`src/hw/ramio_pkg.sv`:
```
/*
  ramio shared definitions
  address map, access types and the request records that
  pass between the front end, the line cache and the io port
*/
`default_nettype none

package ramio_pkg;

  // --------------------------------------------------
  // sizes
  // --------------------------------------------------
  localparam int RAM_ADDR_BITS   = 21;  // psram byte address
  localparam int LINE_INDEX_BITS = 6;   // 64 lines of 8 bytes
  localparam int CLOCKS_PER_BIT  = 8;   // short bit time for sim

  // derived from the above
  localparam int LINE_COUNT    = 1 << LINE_INDEX_BITS;
  localparam int TAG_BITS      = RAM_ADDR_BITS - 3 - LINE_INDEX_BITS;
  localparam int BAUD_CNT_BITS = $clog2(CLOCKS_PER_BIT);

  localparam logic [31:0] IO_BASE = 32'hFFFF_FFF0;  // io window start

  // --------------------------------------------------
  // access encodings, as driven by the core
  // --------------------------------------------------
  typedef enum logic [2:0] {
    rt_none   = 3'd0,
    rt_byte   = 3'd1,
    rt_half   = 3'd2,
    rt_word   = 3'd3,
    rt_byte_u = 3'd4,
    rt_half_u = 3'd5
  } read_type_e;

  typedef enum logic [1:0] {
    wt_none = 2'd0,
    wt_byte = 2'd1,
    wt_half = 2'd2,
    wt_word = 2'd3
  } write_type_e;

  // address bit 2 inside the io window
  typedef enum logic {
    io_led  = 1'b0,  // IO_BASE + 8
    io_uart = 1'b1   // IO_BASE + 12
  } io_reg_e;

  typedef struct packed {
    logic                     write;
    logic [RAM_ADDR_BITS-3:0] addr;   // word address
    logic [3:0]               mask;   // byte enables
    logic [31:0]              data;   // already on its lanes
  } word_req_t;

  typedef struct packed {
    logic    write;
    io_reg_e reg_sel;
    logic [7:0] data;
  } io_req_t;

  typedef logic [63:0] br_line_t;  // byte 0 in bits 7:0

endpackage

`default_nettype wire
```
`src/hw/ramio.sv`:
```
/*
  ramio front end
  takes one core load or store, routes it to the line cache or
  the io port, and returns aligned, extended load data
*/
`timescale 1ns/10ps
`default_nettype none

module ramio
  import ramio_pkg::*;
(
  input  wire                      clk,
  input  wire                      rst,

  // core side
  input  wire                      enable,          // taken while !busy
  input  wire read_type_e          read_type,
  input  wire write_type_e         write_type,
  input  wire [31:0]               address,
  input  wire [31:0]               data_in,
  output logic [31:0]              data_out,
  output logic                     data_out_ready,  // loads only
  output logic                     busy,

  output logic [3:0]               led,
  output logic                     uart_tx,

  // burst ram
  output logic                     br_cmd,
  output logic                     br_cmd_en,
  output logic [RAM_ADDR_BITS-1:0] br_addr,
  output br_line_t                 br_wr_data,
  input  wire br_line_t            br_rd_data,
  input  wire                      br_rd_data_valid
);

  logic        accept;
  logic        is_io;
  logic        cache_req;
  logic        io_req;
  word_req_t   wreq;
  io_req_t     ioreq;
  logic        cache_done;
  logic        io_done;
  logic [31:0] cache_rdata;
  logic [7:0]  io_rdata;
  logic        done;

  read_type_e  acc_rt;    // latched access
  logic [1:0]  acc_off;
  logic        acc_io;

  logic [3:0]  st_mask;
  logic [31:0] st_data;
  logic [31:0] ret_word;
  logic [31:0] ret_shift;
  logic [31:0] load_val;

  assign accept = enable && !busy;
  assign is_io  = (address >= IO_BASE);
  assign done   = acc_io ? io_done : cache_done;

  // --------------------------------------------------
  // store lane placement
  // --------------------------------------------------
  always_comb begin
    case (write_type)
      wt_byte: begin
        st_mask = 4'b0001 << address[1:0];
        st_data = {4{data_in[7:0]}};
      end
      wt_half: begin
        st_mask = address[1] ? 4'b1100 : 4'b0011;
        st_data = {2{data_in[15:0]}};
      end
      wt_word: begin
        st_mask = 4'b1111;
        st_data = data_in;
      end
      default: begin
        st_mask = 4'b0000;  // load
        st_data = data_in;
      end
    endcase
  end

  // --------------------------------------------------
  // load extraction
  // --------------------------------------------------
  always_comb begin
    ret_word  = acc_io ? {24'd0, io_rdata} : cache_rdata;
    ret_shift = ret_word >> {acc_off, 3'b000};  // addressed lane to bit 0
    case (acc_rt)
      rt_byte:   load_val = {{24{ret_shift[7]}}, ret_shift[7:0]};
      rt_half:   load_val = {{16{ret_shift[15]}}, ret_shift[15:0]};
      rt_byte_u: load_val = {24'd0, ret_shift[7:0]};
      rt_half_u: load_val = {16'd0, ret_shift[15:0]};
      default:   load_val = ret_word;  // word
    endcase
  end

  // --------------------------------------------------
  // handshake
  // --------------------------------------------------
  always_ff @(posedge clk) begin
    if (rst) begin
      busy           <= 1'b0;
      data_out_ready <= 1'b0;
      cache_req      <= 1'b0;
      io_req         <= 1'b0;
    end else begin
      cache_req      <= accept && !is_io;  // one cycle each
      io_req         <= accept && is_io;
      data_out_ready <= busy && done && (acc_rt != rt_none);
      if (accept) busy <= 1'b1;
      else if (done) busy <= 1'b0;  // same edge as ready
    end
  end

  always_ff @(posedge clk) begin
    if (accept) begin
      acc_rt        <= read_type;
      acc_off       <= address[1:0];
      acc_io        <= is_io;
      wreq.write    <= (write_type != wt_none);
      wreq.addr     <= address[RAM_ADDR_BITS-1:2];  // wraps ram space
      wreq.mask     <= st_mask;
      wreq.data     <= st_data;
      ioreq.write   <= (write_type != wt_none);
      ioreq.reg_sel <= io_reg_e'(address[2]);
      ioreq.data    <= data_in[7:0];
    end
    if (done) data_out <= load_val;
  end

  cache cache_i (
    .clk              (clk),
    .rst              (rst),
    .req              (cache_req),
    .wreq             (wreq),
    .done             (cache_done),
    .rdata            (cache_rdata),
    .br_cmd           (br_cmd),
    .br_cmd_en        (br_cmd_en),
    .br_addr          (br_addr),
    .br_wr_data       (br_wr_data),
    .br_rd_data       (br_rd_data),
    .br_rd_data_valid (br_rd_data_valid)
  );

  io_port io_port_i (
    .clk      (clk),
    .rst      (rst),
    .req      (io_req),
    .ioreq    (ioreq),
    .done     (io_done),
    .rdata_io (io_rdata),
    .led      (led),
    .uart_tx  (uart_tx)
  );

endmodule

`default_nettype wire

```
`src/hw/io_port.sv`:
```
/*
  io port
  4 bit led register and a uart transmitter (8N1),
  with readback of the led value and the tx busy flag
*/
`timescale 1ns/10ps
`default_nettype none

module io_port
  import ramio_pkg::*;
(
  input  wire          clk,
  input  wire          rst,
  input  wire          req,       // one cycle strobe
  input  wire io_req_t ioreq,
  output logic         done,
  output logic [7:0]   rdata_io,
  output logic [3:0]   led,
  output logic         uart_tx    // idles high
);

  typedef enum logic [1:0] {
    tx_idle,
    tx_start,
    tx_data,
    tx_stop
  } tx_state_e;

  tx_state_e                tx_state;
  logic [BAUD_CNT_BITS-1:0] baud_cnt;
  logic [2:0]               bit_idx;
  logic [7:0]               shift;      // data bits, lsb goes first
  logic                     pend;       // uart write waiting for tx
  logic [7:0]               pend_byte;
  logic [7:0]               tx_byte;
  logic                     uart_wr;
  logic                     tx_load;
  logic                     tx_busy;
  logic                     bit_end;

  assign tx_busy = (tx_state != tx_idle);
  assign uart_wr = req && ioreq.write && (ioreq.reg_sel == io_uart);
  assign tx_load = (uart_wr || pend) && !tx_busy;  // only ever one of the two
  assign tx_byte = pend ? pend_byte : ioreq.data;
  assign bit_end = (baud_cnt == BAUD_CNT_BITS'(CLOCKS_PER_BIT - 1));

  // --------------------------------------------------
  // request side
  // --------------------------------------------------
  always_ff @(posedge clk) begin
    if (rst) begin
      done <= 1'b0;
      led  <= 4'd0;
      pend <= 1'b0;
    end else begin
      // uart write answers when the byte is taken
      done <= (req && !uart_wr) || tx_load;
      if (req && ioreq.write && ioreq.reg_sel == io_led) begin
        led <= ioreq.data[3:0];
      end
      if (tx_load) pend <= 1'b0;
      else if (uart_wr) pend <= 1'b1;  // tx still busy
    end
  end

  always_ff @(posedge clk) begin
    if (uart_wr) pend_byte <= ioreq.data;
    if (req) begin
      rdata_io <= (ioreq.reg_sel == io_led) ? {4'd0, led} : {7'd0, tx_busy};
    end
  end

  // --------------------------------------------------
  // transmitter
  // --------------------------------------------------
  always_ff @(posedge clk) begin
    if (rst) begin
      tx_state <= tx_idle;
      uart_tx  <= 1'b1;
      baud_cnt <= '0;
      bit_idx  <= 3'd0;
    end else begin
      baud_cnt <= bit_end ? '0 : baud_cnt + 1'b1;
      case (tx_state)
        tx_idle: begin
          baud_cnt <= '0;  // bit timing starts at load
          if (tx_load) begin
            tx_state <= tx_start;
            uart_tx  <= 1'b0;
          end
        end
        tx_start: begin
          if (bit_end) begin
            tx_state <= tx_data;
            uart_tx  <= shift[0];
            bit_idx  <= 3'd0;
          end
        end
        tx_data: begin
          if (bit_end) begin
            if (bit_idx == 3'd7) begin
              tx_state <= tx_stop;
              uart_tx  <= 1'b1;
            end else begin
              uart_tx <= shift[0];
              bit_idx <= bit_idx + 3'd1;
            end
          end
        end
        tx_stop: begin
          if (bit_end) tx_state <= tx_idle;
        end
        default: tx_state <= tx_idle;
      endcase
    end
  end

  // next bit sits in shift[0] at every bit boundary
  always_ff @(posedge clk) begin
    if (tx_load) shift <= tx_byte;
    else if (bit_end && (tx_state == tx_start || tx_state == tx_data)) shift <= shift >> 1;
  end

endmodule

`default_nettype wire

```
`src/hw/cache.sv`:
```
/*
  line cache
  direct mapped, write back, write allocate; 64 lines of 8 bytes
  sitting in front of the burst psram controller
*/
`timescale 1ns/10ps
`default_nettype none

module cache
  import ramio_pkg::*;
(
  input  wire                      clk,
  input  wire                      rst,

  // word request from the front end
  input  wire                      req,          // one cycle strobe
  input  wire word_req_t           wreq,
  output logic                     done,         // hit in lookup
  output logic [31:0]              rdata,        // whole word

  // burst ram
  output logic                     br_cmd,       // 0 read, 1 write
  output logic                     br_cmd_en,
  output logic [RAM_ADDR_BITS-1:0] br_addr,      // line byte address
  output br_line_t                 br_wr_data,
  input  wire br_line_t            br_rd_data,
  input  wire                      br_rd_data_valid
);

  typedef enum logic [1:0] {
    idle,
    lookup,
    write_back,
    fill
  } state_e;

  state_e state;

  // --------------------------------------------------
  // storage
  // --------------------------------------------------
  logic [TAG_BITS-1:0]   tag_mem [LINE_COUNT];
  br_line_t              data_mem [LINE_COUNT];
  logic [LINE_COUNT-1:0] valid;
  logic [LINE_COUNT-1:0] dirty;

  word_req_t                  req_r;     // access being served
  logic [LINE_INDEX_BITS-1:0] idx;
  logic [TAG_BITS-1:0]        tag;
  logic                       word_sel;  // upper or lower word of line
  br_line_t                   line;
  logic                       hit;
  logic                       victim;    // line must go back first
  logic                       fill_in;

  // word address split: tag | index | word select
  assign word_sel = req_r.addr[0];
  assign idx      = req_r.addr[LINE_INDEX_BITS:1];
  assign tag      = req_r.addr[RAM_ADDR_BITS-3:LINE_INDEX_BITS+1];

  assign line    = data_mem[idx];
  assign hit     = valid[idx] && (tag_mem[idx] == tag);
  assign victim  = valid[idx] && dirty[idx];
  assign fill_in = (state == fill) && br_rd_data_valid;

  // answer straight out of lookup, keeps a hit at 2 cycles
  assign done  = (state == lookup) && hit;
  assign rdata = word_sel ? line[63:32] : line[31:0];

  // store bytes under the mask into one word of the line
  function automatic br_line_t merge_word(
    input br_line_t    old_line,
    input logic        sel,
    input logic [3:0]  mask,
    input logic [31:0] data
  );
    br_line_t res;
    res = old_line;
    for (int b = 0; b < 4; b++) begin
      if (mask[b]) begin
        res[(sel * 4 + b) * 8 +: 8] = data[b * 8 +: 8];
      end
    end
    return res;
  endfunction

  // --------------------------------------------------
  // control fsm
  // --------------------------------------------------
  always_ff @(posedge clk) begin
    if (rst) begin
      state     <= idle;
      valid     <= '0;
      dirty     <= '0;
      br_cmd_en <= 1'b0;
      br_cmd    <= 1'b0;
    end else begin
      br_cmd_en <= 1'b0;  // strobe
      case (state)
        idle: begin
          if (req) state <= lookup;
        end
        lookup: begin
          if (hit) begin
            state <= idle;
            if (req_r.write) dirty[idx] <= 1'b1;  // line now differs from ram
          end else if (victim) begin
            // evict first, fill follows
            br_cmd_en <= 1'b1;
            br_cmd    <= 1'b1;
            state     <= write_back;
          end else begin
            br_cmd_en <= 1'b1;  // clean miss, read right away
            br_cmd    <= 1'b0;
            state     <= fill;
          end
        end
        write_back: begin
          // write went out last cycle, no ack to wait for
          br_cmd_en <= 1'b1;
          br_cmd    <= 1'b0;
          state     <= fill;
        end
        fill: begin
          if (br_rd_data_valid) begin
            valid[idx] <= 1'b1;
            dirty[idx] <= 1'b0;
            state      <= lookup;  // replay as a hit
          end
        end
        default: state <= idle;
      endcase
    end
  end

  // --------------------------------------------------
  // data path, line store and burst payload
  // --------------------------------------------------
  always_ff @(posedge clk) begin
    if (state == idle && req) req_r <= wreq;

    if (done && req_r.write) begin
      data_mem[idx] <= merge_word(line, word_sel, req_r.mask, req_r.data);
    end

    if (fill_in) begin
      data_mem[idx] <= br_rd_data;
      tag_mem[idx]  <= tag;
    end

    if (state == lookup && !hit) begin
      // victim address when dirty, else the missing line
      br_addr    <= victim ? {tag_mem[idx], idx, 3'b000} : {tag, idx, 3'b000};
      br_wr_data <= line;
    end

    if (state == write_back) br_addr <= {tag, idx, 3'b000};
  end

endmodule

`default_nettype wire

```
`config.mk`:
```
export PLATFORM = sky130hd
export DESIGN_NAME = ramio
export DESIGN_NICKNAME = d
export VERILOG_FILES = /design/src/hw/ramio_pkg.sv /design/src/hw/ramio.sv /design/src/hw/io_port.sv /design/src/hw/cache.sv
export SDC_FILE = /design/constraint.sdc
export NUM_CORES = 2
export LEC_CHECK = 0
export ABC_CLOCK_PERIOD_IN_PS = 8100
export BUFFER_PORTS_ARGS = -buffer_cell sky130_fd_sc_hd__buf_2
export CAP_MARGIN = 40
export CORE_ASPECT_RATIO = 1.75
export CORE_MARGIN = 3
export CORE_UTILIZATION = 35
export CTS_BUF_LIST = sky130_fd_sc_hd__clkbuf_4 sky130_fd_sc_hd__clkbuf_8
export DETAILED_ROUTE_END_ITERATION = 8
export PLACE_DENSITY = 0.56
export SLEW_MARGIN = 5
export SYNTH_ARGS = -nofsm -noshare
export SYNTH_HDL_FRONTEND = slang
export SYNTH_MEMORY_MAX_BITS = 65536
export SYNTH_SLANG_ARGS = --single-unit
```
`constraint.sdc`:
```
create_clock -name clk -period 8.1 [get_ports clk]
set_clock_uncertainty 0.1 [all_clocks]
set_input_delay 1.215 -clock clk [delete_from_list [all_inputs] [get_ports clk]]
set_output_delay 1.215 -clock clk [all_outputs]
set_load 0.05 [all_outputs]
```
==> impl_metrics.py <==
metrics = {
    "setup_path": {
        "cp-start-kind": "register",
        "cpMaxStageDelayCell": "buf_4",
        "arrival_ps": 8200,
        "crit_type": "reg -> reg",
        "worstSetupEndpointType": "register",
        "cp_max_fo": 57,
        "r2r_slack_ps": 550,
        "worst_r2r_path_depth": 15,
        "max_stage_delay_ps": 680,
        "rr_endpoint": "cache_i.data_mem[49][34]",
        "path_cells": "buf_16 > buf_12 > mux4_2 > a22oi_1 > a41oi_1 > a41oi_1 > xor2_1 > o2111a_1 > nand4b_2 > nor4_1 > a21oi_4 > buf_16 > buf_4 > nor3_2 > buf_4",
        "worstPathRequired_ps": 8760,
    },
    "sta": {
        "finalCritPeriodShare_pct": 93.2,
        "hold_viol_final": 0,
        "maxSlewViolCount": 0,
        "fmax_ghz": 0.133,
        "period_needed_ps": 7550,
        "setup_viol": 0,
        "grt_setup_unrepaired": "false",
        "tightest_slew_ps": 1140,
        "relSlewSlack_pct": 24.0,
    },
    "logic_synthesis": {
        "synth_compound_area_share_pct": 2.92,
        "synth-simple-area-share_pct": 2.07,
        "yosysUniqueCellTypes": 78,
        "syn_area_per_cell_um2": 21.5,
        "synth-xor-area-share_pct": 0.0513,
        "synth_edf_count": 5116,
        "syn_area_um2": 205000,
        "synth_ff_type": "edfxtp_1",
        "async_flop_share_pct": 0,
        "synth.yosys.seq_area_share_pct": 76.5,
        "yosys_warnings": 0,
        "synth-seq-cells": 5273,
        "synth_top_family_by_area": "multiplexers",
        "muxShareOfSynthArea_pct": 16.9,
        "synth_adder_area_share_pct": 0.104,
        "synth_cells": 9542,
    },
    "final_layout": {
        "fin_cells": 18800,
        "final_common_cell": "edfxtp_1",
        "register_area_um2": 157000,
        "drive_gt1_share_pct": 31.6,
        "mostFrequentLayoutCells": "edfxtp_1 (5116), mux4_2 (1271), clkbuf_8 (801)",
        "fill_cells": 51200,
        "stdcell_area_um2": 235000,
        "areaGrowthSynthToFinish_pct": 14.8,
        "multi_input_area_um2": 46400,
        "fin_nets": 10700,
    },
    "floorplan": {
        "die_h_um": 1020,
        "pin_count": 263,
        "rows": 371,
        "start_util_pct": 35.1,
        "dieArea_um2": 595000,
        "core_area_um2": 583000,
        "fp.dieW_um": 585,
    },
    "clock_tree": {
        "clk_path_buf_depth": 5,
        "clkTransAtPathRegs_ps": 60,
        "root_buffer": "clkbuf_8",
        "post_cts_buffers": 0,
        "clock-sinks": 5273,
        "ctsHoldBuffers": 8,
        "cts_resized": 0,
        "cts_tree": "built",
        "htreeDepth": 6,
        "numCtsBuffers": 782,
        "clk_latency_ps": 1240,
    },
    "hold_path": {
        "min_to": "wreq[38]",
        "min_path_type": "in -> reg",
        "min_from": "address[4]",
        "min_path_cells": 1,
    },
    "grt": {
        "grt_pass1_wl_um": 921000,
        "antenna_found_initial": 66,
        "grt_max_degree": 137,
        "gr-total-overflow": 0,
        "grtUsageTotal_pct": 22.5,
        "grt_pass1_vias": 111000,
    },
    "route": {
        "routed.top_layer": "met5",
        "drt-initial-drc-count": 13300,
        "dr.pass1.iters": 6,
        "dr_wl_met3_um": 59800,
        "viasPerCell": 5.74,
        "wl_met1_um": 236000,
        "drcViolationCount": 0,
        "routedWlPerCell_um": 35.9,
        "ant_nets": 0,
        "vias": 108000,
        "finalWirelength_um": 675000,
        "dr_wl_met2_um": 336000,
    },
    "placed_design": {
        "routabilityCongestion": 0.948,
        "placed_cell_area_um2": 220000,
        "placed_cells": 17400,
        "dp_hpwl_um": 416000,
        "port_buffers": 259,
    },
    "power": {
        "leakage_nw": 74.7,
        "vdd_drop_max_uv": 166,
        "p_per_area_nw_per_um2": 256,
    },
    "run_status": {
        "status": "complete, no violations",
    },
    "run": {
        "drv_cap": 0,
    },
}
==> where the power goes <==
part | leakage, nW | internal (W) | switching, W
Combinational | 19.7 | 0.00238 | 0.00520
Clock | 7.80 | 0.0107 | 0.0103
Sequential | 47.2 | 0.0315 | 0.000201
Total | 74.7 | 0.0446 | 0.0157
==> logic make-up (layout without fill, tap and decap cells) <==
| logic type | after synthesis | after routing |
|---|---|---|
| DFF | 5273 | 5273 |
| muxes | 1863 | 1863 |
| and+or+nand+nor | 917 | 917 |
| AOI/OAI and AO/OA | 851 | 851 |
| buffers and inverters | 608 | 2205 |
| adders and majority gates | 17 | 17 |
| xor gates and xnor gates | 12 | 12 |
| other | 1 | 22 |
==> synth_stat cells, types with 7 or more instances <==
cell	n	area, µm²
ha_1	17	213
edfxtp_1	5116	154000
buf_1	41	154
and3_1	12	75.1
buf_2	145	726
a32oi_1	8	70.1
buf_6	26	293
and2_1	10	62.6
a22o_1	23	201
mux4_2	1271	28600
xnor2_1	9	78.8
mux2i_1	546	5470
or2_2	10	62.6
nand3_1	114	571
nor4_1	10	62.6
nand2_1	214	803
a221oi_2	35	526
o22ai_1	55	344
o21ai_0	154	771
buf_4	109	818
nor3_1	91	455
a31oi_1	49	307
a211oi_1	9	67.6
nand4_1	47	294
nand3b_1	11	82.6
o31ai_1	8	60.1
inv_1	34	128
nand2b_1	21	131
a21oi_1	149	746
nor2_1	317	1190
a22oi_1	212	1590
o211a_1	25	250
dfxtp_1	157	3140
a221oi_1	37	324
or3_1	8	50.1
nor2b_1	23	144
mux2_2	46	518
or3b_2	7	61.3
o211ai_1	14	105
clkbuf_1	250	938
o21a_1	25	188
==> layout make-up <==
type                            count  share of cell area, %
Sequential cell                  5273                   66.6
Multi-Input combinational cell   3663                   19.7
Clock buffer                     1020                   5.38
Tap cell                         7646                   4.07
Timing Repair Buffer              802                   3.26
Clock inverter                    346                  0.853
Inverter                           37                 0.0649
Antenna cell                       19                 0.0202
==> flip-flops by register name, indices dropped and copies added (netlist names), 4 cells and up, named ones only <==
| register | flops |
|---|---|
| cache_i.br_addr | 18 |
| cache_i.tag_mem | 768 |
| io_port_i.led | 4 |
| cache_i.idx | 6 |
| io_port_i.pend_byte | 8 |
| wreq | 55 |
| cache_i.data_mem | 4096 |
| io_port_i.shift | 8 |
| io_port_i.rdata_io | 4 |
| data_out | 32 |
| cache_i.valid | 64 |
| cache_i.req_r | 50 |
| cache_i.br_wr_data | 64 |
==> metal layers <==
layer	up-vias	track usage, %
met4	32	13.1
met5	-	0
met3	1565	5.24
li1	42300	-
met1	58100	26.4
met2	5970	37.6
==> worst max-delay path: cells and delay by family (launching register included) <==
kind	cells	cell delay, ps
and+or+nand+nor	3	1390
xor gates and xnor gates	1	200
DFF	1	520
buffers and inverters	5	2030
muxes	1	570
AOI/OAI and AO/OA	5	2070
==> through the flow <==
step | setup WS, ps | hold WS, ps | TNS (ps) | util (%) | power (W)
final | 553 | 114 | 0 | 40.3 | 0.0603
after detailed placement | 703 | 305 | 0 | 37.8 | 0.0399
after CTS | 625 | 1.97 | 0 | 40.3 | 0.0607
after floorplan | -209 | 300 | -813360 | - | 0.0366
after global routing | 500 | 69.3 | 0 | 40.3 | 0.0621
after global placement | 405 | 305 | 0 | 37.5 | 0.0395
==> worst max path at each step <==
stage                  start                        to  cells after the start
floorplan           register   cache_i.data_mem[10][0]                     17
global placement    register  cache_i.data_mem[49][25]                     14
detailed placement  register  cache_i.data_mem[49][25]                     15
CTS                 register  cache_i.data_mem[49][34]                     15
global route        register   cache_i.data_mem[49][2]                     15
finish              register  cache_i.data_mem[49][34]                     15
No activity file was read; power rests on OpenSTA's default activity.
